File: src/hw/exc_cfg.svh
//////////////////////////////////////////////////
// exception slice configuration
// stop register bits, vector select codes and
// fixed handler addresses
//////////////////////////////////////////////////

`ifndef EXC_CFG_SVH
`define EXC_CFG_SVH

// debug stop register bit positions
`define DSR_INTE 1  // interrupt goes to debug unit
`define DSR_IIE  0  // illegal instruction goes to debug unit

// vector select codes towards the pc unit
`define EXC_PC_NO_INCR 2'b00
`define EXC_PC_ILLINSN 2'b01
`define EXC_PC_IRQ     2'b10
`define EXC_PC_IRQ_NM  2'b11

`define PC_W 32

// handler entry points
`define EXC_VEC_ILLINSN 32'h0000_0100
`define EXC_VEC_IRQ     32'h0000_0104
`define EXC_VEC_IRQ_NM  32'h0000_0108

`endif
File: src/hw/exc_pkg.sv
//////////////////////////////////////////////////
// exception slice types
// vector widths and the request / status bundles
//////////////////////////////////////////////////

`include "exc_cfg.svh"

package exc_pkg;

  typedef logic [`PC_W-1:0] pc_t;     // program counter value
  typedef logic [1:0]       exc_sel_t; // vector select code
  typedef logic [1:0]       jump_t;    // jump kind, zero is no jump
  typedef logic [1:0]       dsr_t;     // debug stop register

  typedef struct packed {
    logic irq;         // maskable request line
    logic irq_nm;      // non-maskable request line
    logic irq_enable;  // global enable
  } irq_req_t;

  typedef struct packed {
    jump_t jump_in_id;
    jump_t jump_in_ex;
    logic  stall_id;
    logic  illegal_insn;
    logic  trap_insn;
    logic  clear_isr_running;  // return from handler
  } id_status_t;

  // controller to pc unit
  typedef struct packed {
    logic     pc_sel;
    exc_sel_t pc_mux;
    logic     save_pc_if;
    logic     save_pc_id;
  } exc_req_t;

endpackage

File: src/hw/exc_top.sv
//////////////////////////////////////////////////
// exception slice top
// stop register, controller and pc unit
//////////////////////////////////////////////////

`timescale 1ns/1ps

module exc_top
  import exc_pkg::*;
(
  input  logic       clk,
  input  logic       rst_n,
  input  logic       fetch_enable_i,
  input  logic       core_busy_i,
  input  logic       drop_instruction_i,
  input  logic       dbg_flush_pipe_i,
  input  logic       dbg_st_en_i,
  input  irq_req_t   irq_i,
  input  id_status_t id_status_i,
  input  logic       dsr_we_i,
  input  dsr_t       dsr_wdata_i,
  input  pc_t        pc_if_i,
  input  pc_t        pc_id_i,
  output exc_req_t   exc_req_o,    // controller request, for observation
  output dsr_t       dsr_o,
  output logic       irq_present_o,
  output logic       trap_hit_o,
  output logic       exc_pipe_flush_o,
  output logic       pc_valid_o,
  output logic       hwloop_enable_o,
  output pc_t        exc_pc_o,
  output pc_t        epc_o
);

  dsr_t     dsr;
  exc_req_t exc_req;

  dbg_stop_reg u_dsr (
    .clk         (clk),
    .rst_n       (rst_n),
    .dsr_we_i    (dsr_we_i),
    .dsr_wdata_i (dsr_wdata_i),
    .dsr_o       (dsr)
  );

  exc_controller u_ctrl (
    .clk                (clk),
    .rst_n              (rst_n),
    .fetch_enable_i     (fetch_enable_i),
    .core_busy_i        (core_busy_i),
    .drop_instruction_i (drop_instruction_i),
    .dbg_flush_pipe_i   (dbg_flush_pipe_i),
    .dbg_st_en_i        (dbg_st_en_i),
    .irq_i              (irq_i),
    .id_status_i        (id_status_i),
    .dsr_i              (dsr),
    .exc_req_o          (exc_req),
    .irq_present_o      (irq_present_o),
    .trap_hit_o         (trap_hit_o),
    .exc_pipe_flush_o   (exc_pipe_flush_o),
    .pc_valid_o         (pc_valid_o),
    .hwloop_enable_o    (hwloop_enable_o)
  );

  // stall bit of the decode status freezes the epc too
  exc_pc_unit u_pc (
    .clk                (clk),
    .rst_n              (rst_n),
    .exc_req_i          (exc_req),
    .stall_id_i         (id_status_i.stall_id),
    .drop_instruction_i (drop_instruction_i),
    .pc_if_i            (pc_if_i),
    .pc_id_i            (pc_id_i),
    .exc_pc_o           (exc_pc_o),
    .epc_o              (epc_o)
  );

  assign exc_req_o = exc_req;
  assign dsr_o     = dsr;

endmodule

File: src/hw/exc_pc_unit.sv
//////////////////////////////////////////////////
// exception pc unit
// handler address mux and saved exception pc
//////////////////////////////////////////////////

`timescale 1ns/1ps
`include "exc_cfg.svh"

module exc_pc_unit
  import exc_pkg::*;
(
  input  logic     clk,
  input  logic     rst_n,
  input  exc_req_t exc_req_i,          // from the controller
  input  logic     stall_id_i,
  input  logic     drop_instruction_i,
  input  pc_t      pc_if_i,            // pc in fetch
  input  pc_t      pc_id_i,            // pc in decode
  output pc_t      exc_pc_o,           // handler address
  output pc_t      epc_o               // saved return pc
);

  pc_t  epc_q;
  logic advance;
  logic save_if;
  logic save_id;

  // vector select to handler address
  always_comb
  begin
    case (exc_req_i.pc_mux)
      `EXC_PC_ILLINSN: exc_pc_o = `EXC_VEC_ILLINSN;
      `EXC_PC_IRQ:     exc_pc_o = `EXC_VEC_IRQ;
      `EXC_PC_IRQ_NM:  exc_pc_o = `EXC_VEC_IRQ_NM;
      default:         exc_pc_o = '0;  // no exception
    endcase
  end

  // strobes only count on an advancing cycle
  assign advance = !stall_id_i && !drop_instruction_i;
  assign save_if = exc_req_i.save_pc_if && advance;
  assign save_id = exc_req_i.save_pc_id && advance;

  //////////////////////////////////////////////////
  // exception pc register
  //////////////////////////////////////////////////

  always_ff @(posedge clk, negedge rst_n)
  begin
    if (!rst_n)
    begin
      epc_q <= '0;
    end
    else if (save_if)
    begin
      epc_q <= pc_if_i;  // interrupt returns to fetched insn
    end
    else if (save_id)
    begin
      epc_q <= pc_id_i;  // illegal insn points at itself
    end
  end

  assign epc_o = epc_q;

endmodule

File: src/hw/exc_controller.sv
//////////////////////////////////////////////////
// exception controller
// picks the highest priority exception, waits out
// a pending delay slot and blocks nesting
//////////////////////////////////////////////////

`timescale 1ns/1ps
`include "exc_cfg.svh"

module exc_controller
  import exc_pkg::*;
(
  input  logic       clk,
  input  logic       rst_n,
  input  logic       fetch_enable_i,
  input  logic       core_busy_i,
  input  logic       drop_instruction_i, // mispredict, squash this cycle
  input  logic       dbg_flush_pipe_i,   // debug halt request
  input  logic       dbg_st_en_i,        // single-step
  input  irq_req_t   irq_i,
  input  id_status_t id_status_i,
  input  dsr_t       dsr_i,
  output exc_req_t   exc_req_o,          // to the pc unit
  output logic       irq_present_o,
  output logic       trap_hit_o,
  output logic       exc_pipe_flush_o,   // flush and go back to sleep
  output logic       pc_valid_o,
  output logic       hwloop_enable_o
);

  typedef enum logic [0:0] {Idle, NopDelayIR} fsm_state_e;
  typedef enum logic [1:0] {ExcNone, ExcIR, ExcIllegalInsn} exc_reason_e;

  fsm_state_e  state_q, state_d;
  exc_reason_e reason_q, reason_d;  // latched reason
  exc_reason_e reason;              // decoded this cycle
  logic        running_q, running_d; // inside a handler
  logic        clear_reason;
  logic        advance;              // registers move this edge
  exc_sel_t    irq_vec;

  assign advance         = !id_status_i.stall_id && !drop_instruction_i;
  assign hwloop_enable_o = !core_busy_i;
  assign irq_present_o   = (irq_i.irq || irq_i.irq_nm) && irq_i.irq_enable;

  // non-maskable line wins the vector
  assign irq_vec = irq_i.irq_nm ? `EXC_PC_IRQ_NM : `EXC_PC_IRQ;

  // events that go to the debug unit instead
  assign trap_hit_o = id_status_i.trap_insn
                   || dbg_flush_pipe_i
                   || dbg_st_en_i
                   || (id_status_i.illegal_insn && dsr_i[`DSR_IIE])
                   || (irq_present_o && dsr_i[`DSR_INTE] && !running_q);

  //////////////////////////////////////////////////
  // priority decode
  //////////////////////////////////////////////////

  always_comb
  begin
    reason           = ExcNone;
    exc_pipe_flush_o = 1'b0;

    if (id_status_i.illegal_insn)
    begin
      // debug takes it when iie is set, no nesting either
      if (!dsr_i[`DSR_IIE] && !running_q)
        reason = ExcIllegalInsn;
    end
    else if (irq_present_o && !running_q)
    begin
      if (!dsr_i[`DSR_INTE])  // inte set hands it to debug
        reason = ExcIR;
    end
    else if (id_status_i.clear_isr_running)
    begin
      if (running_q)
      begin
        // handler done, sleep if fetch is off
        if (!fetch_enable_i)
          exc_pipe_flush_o = 1'b1;
      end
      else
      begin
        reason = ExcIllegalInsn;  // return with no handler running
      end
    end
  end

  //////////////////////////////////////////////////
  // delay slot fsm
  //////////////////////////////////////////////////

  always_comb
  begin
    state_d      = state_q;
    reason_d     = reason_q;
    running_d    = running_q;
    clear_reason = 1'b0;
    pc_valid_o   = 1'b1;
    exc_req_o.pc_sel     = 1'b0;
    exc_req_o.pc_mux     = `EXC_PC_NO_INCR;
    exc_req_o.save_pc_if = 1'b0;
    exc_req_o.save_pc_id = 1'b0;

    if (!drop_instruction_i)  // a drop keeps every output at default
    begin
      case (state_q)
        Idle:
        begin
          reason_d = reason;
          case (reason)
            ExcIR:
            begin
              if (id_status_i.jump_in_id == '0)
              begin
                exc_req_o.pc_sel     = 1'b1;
                exc_req_o.pc_mux     = irq_vec;
                exc_req_o.save_pc_if = 1'b1;  // resume at the fetched pc
                running_d            = 1'b1;
                clear_reason         = 1'b1;
              end
              else
              begin
                state_d = NopDelayIR;  // let the delay slot retire first
              end
            end
            ExcIllegalInsn:
            begin
              exc_req_o.pc_sel     = 1'b1;
              exc_req_o.pc_mux     = `EXC_PC_ILLINSN;
              exc_req_o.save_pc_id = 1'b1;  // faulting insn sits in id
              running_d            = 1'b1;
              clear_reason         = 1'b1;
            end
            default:
            begin
              state_d = Idle;
            end
          endcase
        end

        NopDelayIR:
        begin
          if (reason_q == ExcIR)
          begin
            exc_req_o.pc_sel     = 1'b1;
            exc_req_o.pc_mux     = irq_vec;
            exc_req_o.save_pc_if = 1'b1;
            running_d            = 1'b1;
          end
          clear_reason = 1'b1;
          state_d      = Idle;
        end

        default:
        begin
          state_d = Idle;
        end
      endcase
    end
  end

  // everything freezes on stall or drop
  always_ff @(posedge clk, negedge rst_n)
  begin
    if (!rst_n)
    begin
      state_q   <= Idle;
      reason_q  <= ExcNone;
      running_q <= 1'b0;
    end
    else if (advance)
    begin
      state_q   <= state_d;
      reason_q  <= clear_reason ? ExcNone : reason_d;
      running_q <= id_status_i.clear_isr_running ? 1'b0 : running_d;
    end
  end

endmodule

File: src/hw/dbg_stop_reg.sv
//////////////////////////////////////////////////
// debug stop register
// holds the stop bits that hand illegal insns and
// interrupts over to the debug unit
//////////////////////////////////////////////////

`timescale 1ns/1ps
`include "exc_cfg.svh"

module dbg_stop_reg
  import exc_pkg::*;
(
  input  logic clk,
  input  logic rst_n,
  input  logic dsr_we_i,    // write strobe
  input  dsr_t dsr_wdata_i, // new stop bits
  output dsr_t dsr_o        // current stop bits
);

  dsr_t dsr_q;

  // both bits load on the strobe, nothing else touches them
  always_ff @(posedge clk, negedge rst_n)
  begin
    if (!rst_n)
    begin
      dsr_q <= '0;  // no redirection after reset
    end
    else if (dsr_we_i)
    begin
      dsr_q[`DSR_INTE] <= dsr_wdata_i[`DSR_INTE]; // interrupt stop
      dsr_q[`DSR_IIE]  <= dsr_wdata_i[`DSR_IIE];  // illegal insn stop
    end
  end

  assign dsr_o = dsr_q;

endmodule

File: config.mk
export PLATFORM = sky130hd
export DESIGN_NAME = exc_top
export DESIGN_NICKNAME = d
export VERILOG_FILES = /design/src/hw/exc_pkg.sv /design/src/hw/exc_top.sv /design/src/hw/exc_pc_unit.sv /design/src/hw/exc_controller.sv /design/src/hw/dbg_stop_reg.sv
export VERILOG_INCLUDE_DIRS = /design/src /design/src/hw
export SDC_FILE = /design/constraint.sdc
export NUM_CORES = 1
export LEC_CHECK = 0
export ABC_AREA = 1
export BUFFER_PORTS_ARGS = -buffer_cell sky130_fd_sc_hd__clkbuf_2
export CORE_UTILIZATION = 44
export CTS_BUF_LIST = sky130_fd_sc_hd__clkbuf_8
export DETAILED_ROUTE_END_ITERATION = 10
export PLACE_DENSITY = 0.83
export SYNTH_ARGS = -nofsm -noshare
export SYNTH_HDL_FRONTEND = slang
export SYNTH_SLANG_ARGS = --single-unit
File: constraint.sdc
create_clock -name clk -period 2.7 [get_ports clk]
set_clock_uncertainty 0.05 [all_clocks]
set_input_delay 0.54 -clock clk [delete_from_list [all_inputs] [get_ports clk]]
set_output_delay 0.54 -clock clk [all_outputs]
set_load 0.005 [all_outputs]
==> metrics <==
num ports=161; GPL Wtd Cong=~0.86; antenna viol nets, final=0; I/O Buffers=128; largest net degree at the start of global routing=39; commonest non-fill, non-tap cells in the layout=clkbuf_2, nor2_1, nand2_1, dfrtp_1, nand3_1; Post-Synthesis Cell Area=0.002509 mm2; Tmin final=~2.6 ns; Total Routed Length=6.118 mm; HPWL Detailed=4.326 mm; worst vdd ir=approximately 0.34 mV; status=finished, final reports clean; Syn Area/Cell=7.127 um2; fillers=547; Max Transition Viols Final=0; Relative slew margins=36.33%; DRT Pass-1 Iters=4; wire length of the first global-routing pass=9.956 mm; Lkg Pwr=1.920 nW; # setup viols final=0; R2R Path Start=u_ctrl.running_q; synth unique cells=28; vias in the first global route=2295; startpoint types=input port; die width=around 78 um; maxcap violations=0; via/cell ratio=4.650; adder-cell area share of the yosys netlist=0.9975%; drt wl/cell=11.14 um; simple-gate area share of the yosys netlist=39.60%; final worst path period share=between 90% and 100%; via count=2553; CTS Buffer Depth=2; Mapped Cells=352; Initial Utilization=roughly 46%; final net count=around 560; initial antenna violation count=0; Seq/Total Area, Yosys=37.91%; f_max=383.6 MHz; worst slew pin tran=0.9550 ns; Ys Warns=0; overall routing resource usage=between 20 and 25%; Compound-Gate Fraction of Synth Area=2.444%; worst flop-to-flop path endpoint=u_pc.epc_o[5]; CTS H-tree lvls=2; layout cells sized above 1=between 30% and 40%; commonest non-fill, non-tap cell in the layout=clkbuf_2; reg-to-reg slack, setup=0.37 ns; Die H=77.51 um; Overflow after GRT=0; worst-path fanout max=4; XOR/XNOR Fraction of Synth Area=0%; DRC Markers=0; design area=0.003148 mm2; PwrDens=around 740 mW/mm2; worst r2r path cells=14; CTS tree=done; Setup crit start=irq_i[1]; # diodes=0; DR iter-0 viols=104; critical path data arrival time=2.02 ns; CP endpoint kind=primary output; Clock Pin Slew Worst Setup and Hold Paths=0.07 ns; CTS Buf Count=5; largest family of logic cells by synthesized area=simple AND/OR/NAND/NOR gates; CP Class=input port to primary output; die footprint=0.006008 mm2; Hold Crit Class=input port to async pin; Worst Path Required=around 2.1 ns; Final Hold Vio Count=0; core outline area=0.005507 mm2; proportion of synthesized area in mux cells=0.4489%; Area growth, synth to finish=25.49%; Clock Latency Late Sink=0.28 ns; # clock sinks=38; hold_ws=0.3470 ns; row cnt=27; register area=around 950 um2; multi-input combinational cell area=~0.0012 mm2; Seq cells post-synth=38; CTS root buffer=clkbuf_8; Placed Instance Area=0.002997 mm2
[sequential cells by signal, summed over array words and instances, names as in the netlist]
signal	flops
u_ctrl.reason_q	2
u_ctrl.running_q	1
u_ctrl.state_q	1
u_dsr.dsr_o	2
u_pc.epc_o	32
[cell families after synthesis]
logic type / Yosys count
simple gates: 233
other cells: 2
compound gates: 11
fa+ha+maj: 2
mux: 1
buf+inv: 65
flops: 38
[metal layers]
| layer | up-vias | global-route usage [%] | routed length [um] |
|---|---|---|---|
| li1 | 1276 | - | - |
| met1 | 1170 | 24.53 | 2589 |
| met2 | 99 | 36.99 | 3074 |
| met3 | 8 | 4.235 | 385 |
| met4 | 0 | 5.472 | 68 |
| met5 | - | 0 | 0 |
[what timing repair did]
| action | in CTS | in global routing |
|---|---|---|
| gates resized for setup | 1 | 12 |
| buffers inserted | 0 | 3 |
| setup endpoints to repair | 2 | 4 |
| hold buffers | 0 | 0 |
| pin swaps | 1 | 4 |
[through the flow]
stage,setup slack (ns),power [mW],std cells,TNS (ns),utilization [%]
after global placement,0.04138,1.886,538,0,54.42
after floorplan,0.2630,1.544,380,0,-
after CTS,0.02305,2.331,546,0,56.12
after detailed placement,-0.04454,1.927,538,-0.08061,54.42
after global routing,-0.008036,2.548,549,-0.008036,57.17
final,0.09313,2.328,549,0,57.17
[how the worst max path moves through the flow]
| stage | to | slack [ns] | cells after the start |
|---|---|---|---|
| after floorplan | exc_pc_o[2] | 0.26 | 13 |
| after detailed placement | exc_pc_o[2] | -0.04 | 13 |
| after global routing | exc_pc_o[2] | -0.008 | 14 |
| after global placement | exc_pc_o[2] | 0.04 | 13 |
| after CTS | exc_pc_o[2] | 0.02 | 13 |
| final | exc_pc_o[2] | 0.09 | 12 |
[cell usage after synthesis]
cell / number / area share, %
a31oi_1: 2 / 0.50
nand3_1: 38 / 7.6
nor3_1: 2 / 0.40
or2_1: 1 / 0.25
o21ai_0: 4 / 0.80
nor2_8: 1 / 0.80
o2111ai_1: 1 / 0.35
nand2_2: 1 / 0.25
nand2_1: 77 / 12
buf_4: 34 / 10
mux2_2: 1 / 0.45
o21ai_1: 2 / 0.40
inv_1: 16 / 2.4
nor2_2: 1 / 0.25
nor4_1: 1 / 0.25
inv_2: 1 / 0.15
nand4_1: 2 / 0.50
buf_8: 3 / 1.8
buf_2: 3 / 0.60
nor2_4: 1 / 0.45
ha_1: 2 / 1.0
a21oi_1: 2 / 0.40
inv_4: 2 / 0.50
nand2_4: 4 / 1.8
nor2_1: 104 / 16
dfrtp_1: 38 / 38
buf_6: 6 / 2.7
conb_1: 2 / 0.30
[worst max-delay path, stage by stage]
cell and delay [ns]:
clkbuf_2 0.10, nor2_1 0.05, nor2_2 0.16, nand4_1 0.20, ha_2 0.26, inv_2 0.09
nor2_4 0.04, or2_1 0.23, nand3_1 0.13, nand2_1 0.06, inv_1 0.05, clkbuf_2 0.10
[report_power, final]
group	switching, mW	total [mW]	internal (mW)
Clock	0.194	0.396	0.202
Combinational	0.529	0.978	0.449
Sequential	0.136	0.954	0.817
[cell type report]
class | count | share of cell area (%)
multi-input cells | 277 | 39.59
flip-flops and latches | 38 | 30.21
clock inverters | 2 | 0.2782
clock buffers | 6 | 2.623
inverters | 19 | 2.424
repair buffers | 135 | 22.02
well taps | 72 | 2.862
Power figures use the tool's default switching activity.
